**config.mk**
```make
export PLATFORM = sky130hd
export DESIGN_NAME = wb_stage
export DESIGN_NICKNAME = d
export VERILOG_FILES = /design/src/wb_pkg.sv /design/src/wb_stage.sv /design/src/wb_gpio_regs.sv /design/src/wb_link_count_regs.sv /design/src/wb_cr_xer_regs.sv /design/src/wb_spr_decode.sv /design/src/wb_result_route.sv
export SDC_FILE = /design/constraint.sdc
export NUM_CORES = 1
export LEC_CHECK = 0
export ABC_AREA = 0
export BUFFER_PORTS_ARGS = -buffer_cell sky130_fd_sc_hd__buf_4
export CAP_MARGIN = 40
export CORE_AREA = 8 8 257 259
export CTS_BUF_LIST = sky130_fd_sc_hd__clkbuf_4 sky130_fd_sc_hd__clkbuf_8
export CTS_CLUSTER_DIAMETER = 30
export DETAILED_ROUTE_END_ITERATION = 8
export DIE_AREA = 0 0 265 267
export GPL_ROUTABILITY_DRIVEN = 1
export PLACE_DENSITY = 0.44
export SETUP_SLACK_MARGIN = 0.4
export SLEW_MARGIN = 40
export SYNTH_ARGS = -nofsm -noshare
export SYNTH_HDL_FRONTEND = slang
export SYNTH_SLANG_ARGS = --single-unit
export TNS_END_PERCENT = 20
```
**constraint.sdc**
```tcl
create_clock -name clk -period 8.4 [get_ports clk]
set_input_delay 1.68 -clock clk [delete_from_list [all_inputs] [get_ports clk]]
set_output_delay 1.68 -clock clk [all_outputs]
set_load 0.03 [all_outputs]
```
**src/wb_pkg.sv**
```systemverilog
package wb_pkg;

  // ------------------------------
  // widths
  // ------------------------------

  // data path word
  localparam int WORD_WIDTH = 32;
  // 32 gprs
  localparam int GPR_IDX_WIDTH = 5;
  // lt, gt, eq, so
  localparam int CR_FIELD_WIDTH = 4;
  localparam int NUM_CR_FIELDS = 8;

  // functional units on the result bus
  localparam int NUM_FU = 4;
  localparam int FU_ID_WIDTH = $clog2(NUM_FU);

  // ------------------------------
  // vector types
  // ------------------------------

  typedef logic [WORD_WIDTH-1:0] word_t;
  typedef logic [FU_ID_WIDTH-1:0] fu_id_t;
  typedef logic [GPR_IDX_WIDTH-1:0] gpr_idx_t;
  // bit 3 lt, bit 2 gt, bit 1 eq, bit 0 so
  typedef logic [CR_FIELD_WIDTH-1:0] cr_field_t;
  // field i sits at bits 31-4i downto 28-4i
  typedef logic [NUM_CR_FIELDS*CR_FIELD_WIDTH-1:0] cr_t;
  // bit i selects field i
  typedef logic [NUM_CR_FIELDS-1:0] cr_sel_t;

  // branch unit id, its res_b carries the link address
  localparam fu_id_t FU_BRANCH = 2'd3;

  // xer bit positions, everything below ca reads zero
  localparam int XER_SO_BIT = 31;
  localparam int XER_OV_BIT = 30;
  localparam int XER_CA_BIT = 29;

  // ------------------------------
  // enums
  // ------------------------------

  // which xer bits the xer channel updates
  typedef enum logic [1:0] {
    XER_ALL   = 2'd0,
    XER_CA    = 2'd1,
    XER_OV    = 2'd2,
    XER_CA_OV = 2'd3
  } xer_dest_t;

  // spr move destinations
  typedef enum logic [2:0] {
    SPR_XER  = 3'd0,
    SPR_CTR  = 3'd1,
    SPR_LNK  = 3'd2,
    SPR_SRR0 = 3'd3,
    SPR_SRR1 = 3'd4,
    SPR_GOUT = 3'd5,
    SPR_GOE  = 3'd6,
    SPR_NONE = 3'd7
  } spr_t;

endpackage
```
**src/wb_stage.sv**
```systemverilog
`timescale 1ns/1ps

module wb_stage (
  input  logic                                    clk,
  input  logic                                    reset,
  // result bus
  input  wb_pkg::word_t     [wb_pkg::NUM_FU-1:0] fu_res_a,
  input  wb_pkg::word_t     [wb_pkg::NUM_FU-1:0] fu_res_b,
  input  wb_pkg::cr_field_t [wb_pkg::NUM_FU-1:0] fu_crf,
  input  logic              [wb_pkg::NUM_FU-1:0] fu_cout,
  input  logic              [wb_pkg::NUM_FU-1:0] fu_ov,
  input  logic              [wb_pkg::NUM_FU-1:0] fu_valid,
  // channels
  input  logic              gpr_we,
  input  wb_pkg::fu_id_t    gpr_src,
  input  wb_pkg::gpr_idx_t  gpr_dest,
  input  logic              cr_we,
  input  wb_pkg::fu_id_t    cr_src,
  input  wb_pkg::cr_sel_t   cr_sel,
  input  logic              xer_we,
  input  wb_pkg::fu_id_t    xer_src,
  input  wb_pkg::xer_dest_t xer_dest,
  input  logic              lnk_we,
  input  wb_pkg::fu_id_t    lnk_src,
  input  logic              ctr_we,
  input  wb_pkg::fu_id_t    ctr_src,
  input  logic              spr_we,
  input  wb_pkg::fu_id_t    spr_src,
  input  wb_pkg::spr_t      spr_dest,
  input  wb_pkg::word_t     gin_in,
  // gpr write port
  output logic              gpr_wr,
  output wb_pkg::gpr_idx_t  gpr_wsel,
  output wb_pkg::word_t     gpr_wdata,
  // architected registers
  output wb_pkg::cr_t       cr,
  output wb_pkg::word_t     xer,
  output wb_pkg::word_t     ctr,
  output wb_pkg::word_t     lnk,
  output wb_pkg::word_t     srr0,
  output wb_pkg::word_t     srr1,
  output wb_pkg::word_t     gout,
  output wb_pkg::word_t     goe,
  output wb_pkg::word_t     gin
);
  import wb_pkg::*;

  // routed channel writes
  logic      cr_wr, xer_wr, lnk_wr, ctr_wr;
  cr_field_t cr_crf;
  word_t     cr_data, xer_data, lnk_data, ctr_data;
  logic      xer_cout, xer_ov;
  // spr move
  logic      spr_valid;
  word_t     spr_data;
  logic      xer_spr_wr, ctr_spr_wr, lnk_spr_wr;
  logic      srr0_wr, srr1_wr, gout_wr, goe_wr;

  wb_result_route u_route (
    .fu_res_a, .fu_res_b, .fu_crf, .fu_cout, .fu_ov, .fu_valid,
    .gpr_we, .gpr_src, .gpr_dest, .cr_we, .cr_src, .xer_we, .xer_src,
    .lnk_we, .lnk_src, .ctr_we, .ctr_src, .spr_src,
    .gpr_wr, .gpr_wsel, .gpr_wdata, .cr_wr, .cr_crf, .cr_data,
    .xer_wr, .xer_data, .xer_cout, .xer_ov, .lnk_wr, .lnk_data,
    .ctr_wr, .ctr_data, .spr_valid
  );

  wb_spr_decode u_spr (
    .clk, .reset, .spr_we, .spr_src, .spr_dest, .spr_valid, .fu_res_a,
    .spr_data, .xer_spr_wr, .ctr_spr_wr, .lnk_spr_wr,
    .srr0_wr, .srr1_wr, .gout_wr, .goe_wr
  );

  wb_cr_xer_regs u_cr_xer (
    .clk, .reset, .cr_wr, .cr_sel, .cr_crf, .cr_data,
    .xer_wr, .xer_dest, .xer_data, .xer_cout, .xer_ov,
    .xer_spr_wr, .spr_data, .cr, .xer
  );

  wb_link_count_regs u_lnk_ctr (
    .clk, .reset, .ctr_wr, .ctr_data, .lnk_wr, .lnk_data,
    .ctr_spr_wr, .lnk_spr_wr, .srr0_wr, .srr1_wr, .spr_data,
    .ctr, .lnk, .srr0, .srr1
  );

  wb_gpio_regs u_gpio (
    .clk, .reset, .gout_wr, .goe_wr, .spr_data, .gin_in,
    .gout, .goe, .gin
  );

endmodule

```
**src/wb_gpio_regs.sv**
```systemverilog
`timescale 1ns/1ps

module wb_gpio_regs (
  input  logic          clk,
  input  logic          reset,
  input  logic          gout_wr,
  input  logic          goe_wr,
  input  wb_pkg::word_t spr_data,
  // raw pins
  input  wb_pkg::word_t gin_in,
  output wb_pkg::word_t gout,
  output wb_pkg::word_t goe,
  output wb_pkg::word_t gin
);

  // ------------------------------
  // output value and enable
  // ------------------------------
  always_ff @(posedge clk or posedge reset) begin
    if (reset) begin
      gout <= '0;
      goe  <= '0;
    end else begin
      if (gout_wr) gout <= spr_data;
      if (goe_wr)  goe  <= spr_data;
    end
  end

  // input sample, one cycle behind the pins
  always_ff @(posedge clk or posedge reset) begin
    if (reset) begin
      gin <= '0;
    end else begin
      gin <= gin_in;
    end
  end

endmodule

```
**src/wb_link_count_regs.sv**
```systemverilog
`timescale 1ns/1ps

module wb_link_count_regs (
  input  logic          clk,
  input  logic          reset,
  // channel writes
  input  logic          ctr_wr,
  input  wb_pkg::word_t ctr_data,
  input  logic          lnk_wr,
  input  wb_pkg::word_t lnk_data,
  // spr move strobes
  input  logic          ctr_spr_wr,
  input  logic          lnk_spr_wr,
  input  logic          srr0_wr,
  input  logic          srr1_wr,
  input  wb_pkg::word_t spr_data,
  output wb_pkg::word_t ctr,
  output wb_pkg::word_t lnk,
  output wb_pkg::word_t srr0,
  output wb_pkg::word_t srr1
);

  // ------------------------------
  // ctr and lnk, spr move first
  // ------------------------------
  always_ff @(posedge clk or posedge reset) begin
    if (reset) begin
      ctr <= '0;
      lnk <= '0;
    end else begin
      if (ctr_spr_wr) begin
        ctr <= spr_data;
      end else if (ctr_wr) begin
        ctr <= ctr_data;
      end
      // same priority for the link register
      if (lnk_spr_wr) begin
        lnk <= spr_data;
      end else if (lnk_wr) begin
        lnk <= lnk_data;
      end
    end
  end

  // save/restore pair, spr moves only
  always_ff @(posedge clk or posedge reset) begin
    if (reset) begin
      srr0 <= '0;
      srr1 <= '0;
    end else begin
      if (srr0_wr) srr0 <= spr_data;
      if (srr1_wr) srr1 <= spr_data;
    end
  end

endmodule

```
**src/wb_cr_xer_regs.sv**
```systemverilog
`timescale 1ns/1ps

module wb_cr_xer_regs (
  input  logic              clk,
  input  logic              reset,
  // cr channel
  input  logic              cr_wr,
  input  wb_pkg::cr_sel_t   cr_sel,
  input  wb_pkg::cr_field_t cr_crf,
  input  wb_pkg::word_t     cr_data,
  // xer channel
  input  logic              xer_wr,
  input  wb_pkg::xer_dest_t xer_dest,
  input  wb_pkg::word_t     xer_data,
  input  logic              xer_cout,
  input  logic              xer_ov,
  // spr move
  input  logic              xer_spr_wr,
  input  wb_pkg::word_t     spr_data,
  output wb_pkg::cr_t       cr,
  output wb_pkg::word_t     xer
);
  import wb_pkg::*;

  logic xer_so_q;
  logic xer_ov_q;
  logic xer_ca_q;

  // ------------------------------
  // condition register
  // ------------------------------
  always_ff @(posedge clk or posedge reset) begin
    if (reset) begin
      cr <= '0;
    end else if (cr_wr) begin
      // field 0 from the unit's compare result
      if (cr_sel[0]) begin
        cr[NUM_CR_FIELDS*CR_FIELD_WIDTH-1 -: CR_FIELD_WIDTH] <= cr_crf;
      end
      // fields 1..7 copied from res_b, same position
      for (int i = 1; i < NUM_CR_FIELDS; i++) begin
        if (cr_sel[i]) begin
          cr[(NUM_CR_FIELDS-i)*CR_FIELD_WIDTH-1 -: CR_FIELD_WIDTH] <=
            cr_data[(NUM_CR_FIELDS-i)*CR_FIELD_WIDTH-1 -: CR_FIELD_WIDTH];
        end
      end
    end
  end

  // ------------------------------
  // xer so / ov / ca
  // ------------------------------
  always_ff @(posedge clk or posedge reset) begin
    if (reset) begin
      xer_so_q <= 1'b0;
      xer_ov_q <= 1'b0;
      xer_ca_q <= 1'b0;
    end else if (xer_spr_wr) begin
      // mtspr overrides the channel, so may clear here
      xer_so_q <= spr_data[XER_SO_BIT];
      xer_ov_q <= spr_data[XER_OV_BIT];
      xer_ca_q <= spr_data[XER_CA_BIT];
    end else if (xer_wr) begin
      case (xer_dest)
        XER_ALL: begin
          xer_so_q <= xer_data[XER_SO_BIT];
          xer_ov_q <= xer_data[XER_OV_BIT];
          xer_ca_q <= xer_data[XER_CA_BIT];
        end
        XER_CA: xer_ca_q <= xer_cout;
        XER_OV: begin
          xer_ov_q <= xer_ov;
          // so is sticky
          xer_so_q <= xer_so_q | xer_ov;
        end
        XER_CA_OV: begin
          xer_ca_q <= xer_cout;
          xer_ov_q <= xer_ov;
          xer_so_q <= xer_so_q | xer_ov;
        end
        default: ;
      endcase
    end
  end

  // reserved bits read zero
  always_comb begin
    xer = '0;
    xer[XER_SO_BIT] = xer_so_q;
    xer[XER_OV_BIT] = xer_ov_q;
    xer[XER_CA_BIT] = xer_ca_q;
  end

  // routed write must come with a defined destination from decode
  a_xer_dest_known: assert property (@(posedge clk) disable iff (reset)
    xer_wr |-> !$isunknown(xer_dest));

endmodule

```
**src/wb_spr_decode.sv**
```systemverilog
`timescale 1ns/1ps

module wb_spr_decode (
  input  logic                                 clk,
  input  logic                                 reset,
  input  logic                                 spr_we,
  input  wb_pkg::fu_id_t                       spr_src,
  input  wb_pkg::spr_t                         spr_dest,
  input  logic                                 spr_valid,
  input  wb_pkg::word_t    [wb_pkg::NUM_FU-1:0] fu_res_a,
  output wb_pkg::word_t                        spr_data,
  output logic                                 xer_spr_wr,
  output logic                                 ctr_spr_wr,
  output logic                                 lnk_spr_wr,
  output logic                                 srr0_wr,
  output logic                                 srr1_wr,
  output logic                                 gout_wr,
  output logic                                 goe_wr
);
  import wb_pkg::*;

  logic spr_go;

  // move data always comes from res_a
  assign spr_data = fu_res_a[spr_src];
  assign spr_go   = spr_we & spr_valid;

  // ------------------------------
  // destination decode
  // ------------------------------
  always_comb begin
    xer_spr_wr = 1'b0;
    ctr_spr_wr = 1'b0;
    lnk_spr_wr = 1'b0;
    srr0_wr    = 1'b0;
    srr1_wr    = 1'b0;
    gout_wr    = 1'b0;
    goe_wr     = 1'b0;
    case (spr_dest)
      SPR_XER:  xer_spr_wr = spr_go;
      SPR_CTR:  ctr_spr_wr = spr_go;
      SPR_LNK:  lnk_spr_wr = spr_go;
      SPR_SRR0: srr0_wr    = spr_go;
      SPR_SRR1: srr1_wr    = spr_go;
      SPR_GOUT: gout_wr    = spr_go;
      SPR_GOE:  goe_wr     = spr_go;
      // spr_none: no register touched
      default: ;
    endcase
  end

  // a move request must name a known source and destination
  a_spr_move_known: assert property (@(posedge clk) disable iff (reset)
    spr_we |-> !$isunknown({spr_src, spr_dest}));

endmodule

```
**src/wb_result_route.sv**
```systemverilog
`timescale 1ns/1ps

module wb_result_route (
  // result bus
  input  wb_pkg::word_t     [wb_pkg::NUM_FU-1:0] fu_res_a,
  input  wb_pkg::word_t     [wb_pkg::NUM_FU-1:0] fu_res_b,
  input  wb_pkg::cr_field_t [wb_pkg::NUM_FU-1:0] fu_crf,
  input  logic              [wb_pkg::NUM_FU-1:0] fu_cout,
  input  logic              [wb_pkg::NUM_FU-1:0] fu_ov,
  input  logic              [wb_pkg::NUM_FU-1:0] fu_valid,
  // channel controls
  input  logic                gpr_we,
  input  wb_pkg::fu_id_t      gpr_src,
  input  wb_pkg::gpr_idx_t    gpr_dest,
  input  logic                cr_we,
  input  wb_pkg::fu_id_t      cr_src,
  input  logic                xer_we,
  input  wb_pkg::fu_id_t      xer_src,
  input  logic                lnk_we,
  input  wb_pkg::fu_id_t      lnk_src,
  input  logic                ctr_we,
  input  wb_pkg::fu_id_t      ctr_src,
  input  wb_pkg::fu_id_t      spr_src,
  // gpr write port
  output logic                gpr_wr,
  output wb_pkg::gpr_idx_t    gpr_wsel,
  output wb_pkg::word_t       gpr_wdata,
  // to cr / xer block
  output logic                cr_wr,
  output wb_pkg::cr_field_t   cr_crf,
  output wb_pkg::word_t       cr_data,
  output logic                xer_wr,
  output wb_pkg::word_t       xer_data,
  output logic                xer_cout,
  output logic                xer_ov,
  // to ctr / lnk block
  output logic                lnk_wr,
  output wb_pkg::word_t       lnk_data,
  output logic                ctr_wr,
  output wb_pkg::word_t       ctr_data,
  // to spr decode
  output logic                spr_valid
);
  import wb_pkg::*;

  // gpr port, purely combinational
  assign gpr_wr    = gpr_we & fu_valid[gpr_src];
  assign gpr_wsel  = gpr_dest;
  assign gpr_wdata = fu_res_a[gpr_src];

  // cr: field 0 from the unit's crf, rest from res_b
  assign cr_wr   = cr_we & fu_valid[cr_src];
  assign cr_crf  = fu_crf[cr_src];
  assign cr_data = fu_res_b[cr_src];

  // xer channel
  assign xer_wr   = xer_we & fu_valid[xer_src];
  assign xer_data = fu_res_a[xer_src];
  assign xer_cout = fu_cout[xer_src];
  assign xer_ov   = fu_ov[xer_src];

  // branch unit hands the return address on res_b
  assign lnk_wr   = lnk_we & fu_valid[lnk_src];
  assign lnk_data = (lnk_src == FU_BRANCH) ? fu_res_b[FU_BRANCH] : fu_res_a[lnk_src];

  // ctr qualified by its own unit
  assign ctr_wr   = ctr_we & fu_valid[ctr_src];
  assign ctr_data = fu_res_a[ctr_src];

  // spr we is combined in the decoder
  assign spr_valid = fu_valid[spr_src];

endmodule

```
==> reports/metrics.cfg <==
[die]
design.portCount=680
design.die.area_um2=70800
initial_utilization=0.231
dieWidth_um=265
die-height_um=267
core-area_um2=62200
floorplan.rows=92

[grt]
grt_pass1_wl_um=96200
number_of_antenna_violations_at_the_first_check_in_global_routing=5
grt_pass1_vias=12700
globalRoute.totalOverflow=0
grt_start_max_net_pins=74
global_route.usage.total=0.188

[min_path]
hold_wc_path_type=reg2reg
hold_start=u_gpio.gout[18]$_DFFE_PP0P_
terminating_pin_of_the_worst_hold_path=u_gpio.gout[18]$_DFFE_PP0P_
timing.hold.worst_path_depth=1

[detailed_routing]
vias_per_cell=4.70
post_drt_antenna_nets=0
postRouteWirelength_um=68700
via_count=11600
drtIter0Drc=562
dr.pass1.iters=5
avgRoutedWirePerCell_um=27.8
post_route_drc_violation_count=0

[synthesis]
syn_avg_cell_area_um2=15.1
seq_area_frac_synth=0.452
synth-edff-count=0
postSynthCellCount=948
post_synth_num_cell_types=35
synth-main-ff-cell=sky130_fd_sc_hd__dfrtp_1
flop_and_latch_count_out_of_synthesis=259
syn_area_um2=14300
synth-async-reset-ratio=1.00
ys.warnings.count=0

[worst_setup_path]
regToRegEndpoint=u_cr_xer.xer_so_q$_DFFE_PP0P_
cp-start-kind=input port
critical_path.endpoint_type=output port
worstPathArrival_ps=3060
worstRegToRegCells=3
beginning_of_the_worst_register_to_register_path=u_cr_xer.xer_so_q$_DFFE_PP0P_
regToRegSetupSlack_ps=7450
crit_path_max_fanout=18
worst-endpoint-required_ps=6720
crit_type=in2out

[timing]
timing.setup.tns_ps=0
setup_ws_ps=3660
tightestPinTransition_ps=843
final.min_clock_period_ps=4740
setup_repair_after_global_routing_missed_its_margin=false
slew_headroom=0.438
report.final.hold_viol_count=0
fmax_mhz=211
final.period_utilization=0.564
finalSetupViolations=0
slew_violations=0
fin_skew_ps=0

[cts]
clock_sink_count=259
cts-htree-levels=3
post_cts_hold_buffer_count=0
path_clk_slew_ps=40
ctsLongestPathBuffers=3
cts_tree=done
post_cts_sizing_count=0
cts-buffers-inserted=82
clkLatencyLatePin_ps=610
clockRootBuffer=sky130_fd_sc_hd__clkbuf_8
cts.repair_timing.setup_buffer_count=0

[job]
max_cap_violations=0

[cells_and_area]
postLayoutCellArea_um2=21800
final_common_cell=sky130_fd_sc_hd__buf_4
finalNetCount=1950
layout.core_utilization=0.351
most-common-layout-cells=sky130_fd_sc_hd__buf_4 (637), sky130_fd_sc_hd__dfrtp_1 (259), sky130_fd_sc_hd__mux4_2 (168)
fraction_of_layout_cells_with_a_size_suffix_above_1=0.664
area.growth.synth_to_final_pct=52.0

[power]
static-leakage-power_nw=10.1
vdd_drop_max_v=0.000145
power.density_nw_per_um2=291

[outcome]
outcome=finished clean

[placed_design]
post_dp_cell_area_um2=19700
post_detailed_placement_half_perimeter_wirelength_um=52300
dpl_worst_slack_ps=3630
gpl.final_weighted_congestion=0.826
portBuffers=628

[kinds of logic after synthesis]
family | Yosys count | share of synthesized area
other | 1 | 0.000262
multiplexers | 398 | 0.439
buffers and inverters | 113 | 0.0487
AND/OR/NAND/NOR | 102 | 0.0324
flip-flops | 259 | 0.452
AO/OA/AOI/OAI | 75 | 0.0280
[metrics by stage]
| step | cells | hold WS [ps] | power, mW |
|---|---|---|---|
| after floorplan | 976 | 559 | 3.03 |
| after detailed placement | 2310 | 484 | 4.06 |
| final | 2468 | 490 | 6.34 |
| after global routing | 2465 | 510 | 6.64 |
| after CTS | 2462 | 494 | 6.45 |
| after global placement | 2306 | 478 | 4.04 |
[worst max-delay path by stage]
stage / start / endpoint / slack [ps] / cells after the start
floorplan: reset / u_cr_xer.cr[0]$_DFFE_PP0P_ / 3310 / 1
global placement: gpr_src[0] / gpr_wr / 3430 / 4
detailed placement: gpr_src[0] / gpr_wdata[6] / 3630 / 4
CTS: gpr_src[0] / gpr_wdata[1] / 3620 / 4
global route: gpr_src[0] / gpr_wdata[2] / 3560 / 4
finish: gpr_src[0] / gpr_wdata[1] / 3660 / 4
[sequential cells by signal (all words and copies together), names as in the netlist]
register           count
u_cr_xer.cr           32
u_gpio.gin            32
u_gpio.goe            32
u_gpio.gout           32
u_lnk_ctr.ctr         32
u_lnk_ctr.lnk         32
u_lnk_ctr.srr0        32
u_lnk_ctr.srr1        32
u_cr_xer.xer_ca_q      1
u_cr_xer.xer_ov_q      1
u_cr_xer.xer_so_q      1
[where the power goes]
group | total (mW) | switching [mW] | internal [mW]
Combinational | 2.24 | 1.34 | 0.902
Sequential | 1.76 | 0.184 | 1.58
Clock | 2.34 | 0.762 | 1.57
[cells in the mapped netlist, drive strengths merged (2+ instances only)]
cell type  instances  area share
mux4             168        0.26
o31ai              2      0.0010
nand2b             5      0.0022
nand3              2     0.00070
and2               3      0.0013
nand4              2      0.0019
a21oi             66       0.023
nand2             15      0.0041
nor2b              4      0.0023
mux2             162        0.13
dfrtp            259        0.45
clkbuf            21      0.0055
mux2i             68       0.047
and3               2     0.00087
nor2              66       0.017
buf               91       0.043
[layer usage]
metal,global-route usage,routed length (µm),vias up
met5,0,0,-
met4,0.0543,1220,0
met3,0.0511,4520,82
met2,0.325,35400,501
met1,0.229,27500,6056
li1,-,-,4956
[critical path, stage by stage]
cell and delay, ps:
sky130_fd_sc_hd__buf_4 330, sky130_fd_sc_hd__buf_12 260, sky130_fd_sc_hd__mux4_2 540, sky130_fd_sc_hd__buf_4 180
[layout make-up]
type	instances	area, µm²
fillers	6191	40400
multi-input cells	604	7290
well taps	799	1000
repair buffers	648	4950
diodes	5	12.5
inverters	1	7.51
clock inverters	48	694
flip-flops and latches	259	6480
clock buffers	104	1370
Power figures use the tool's default switching activity.
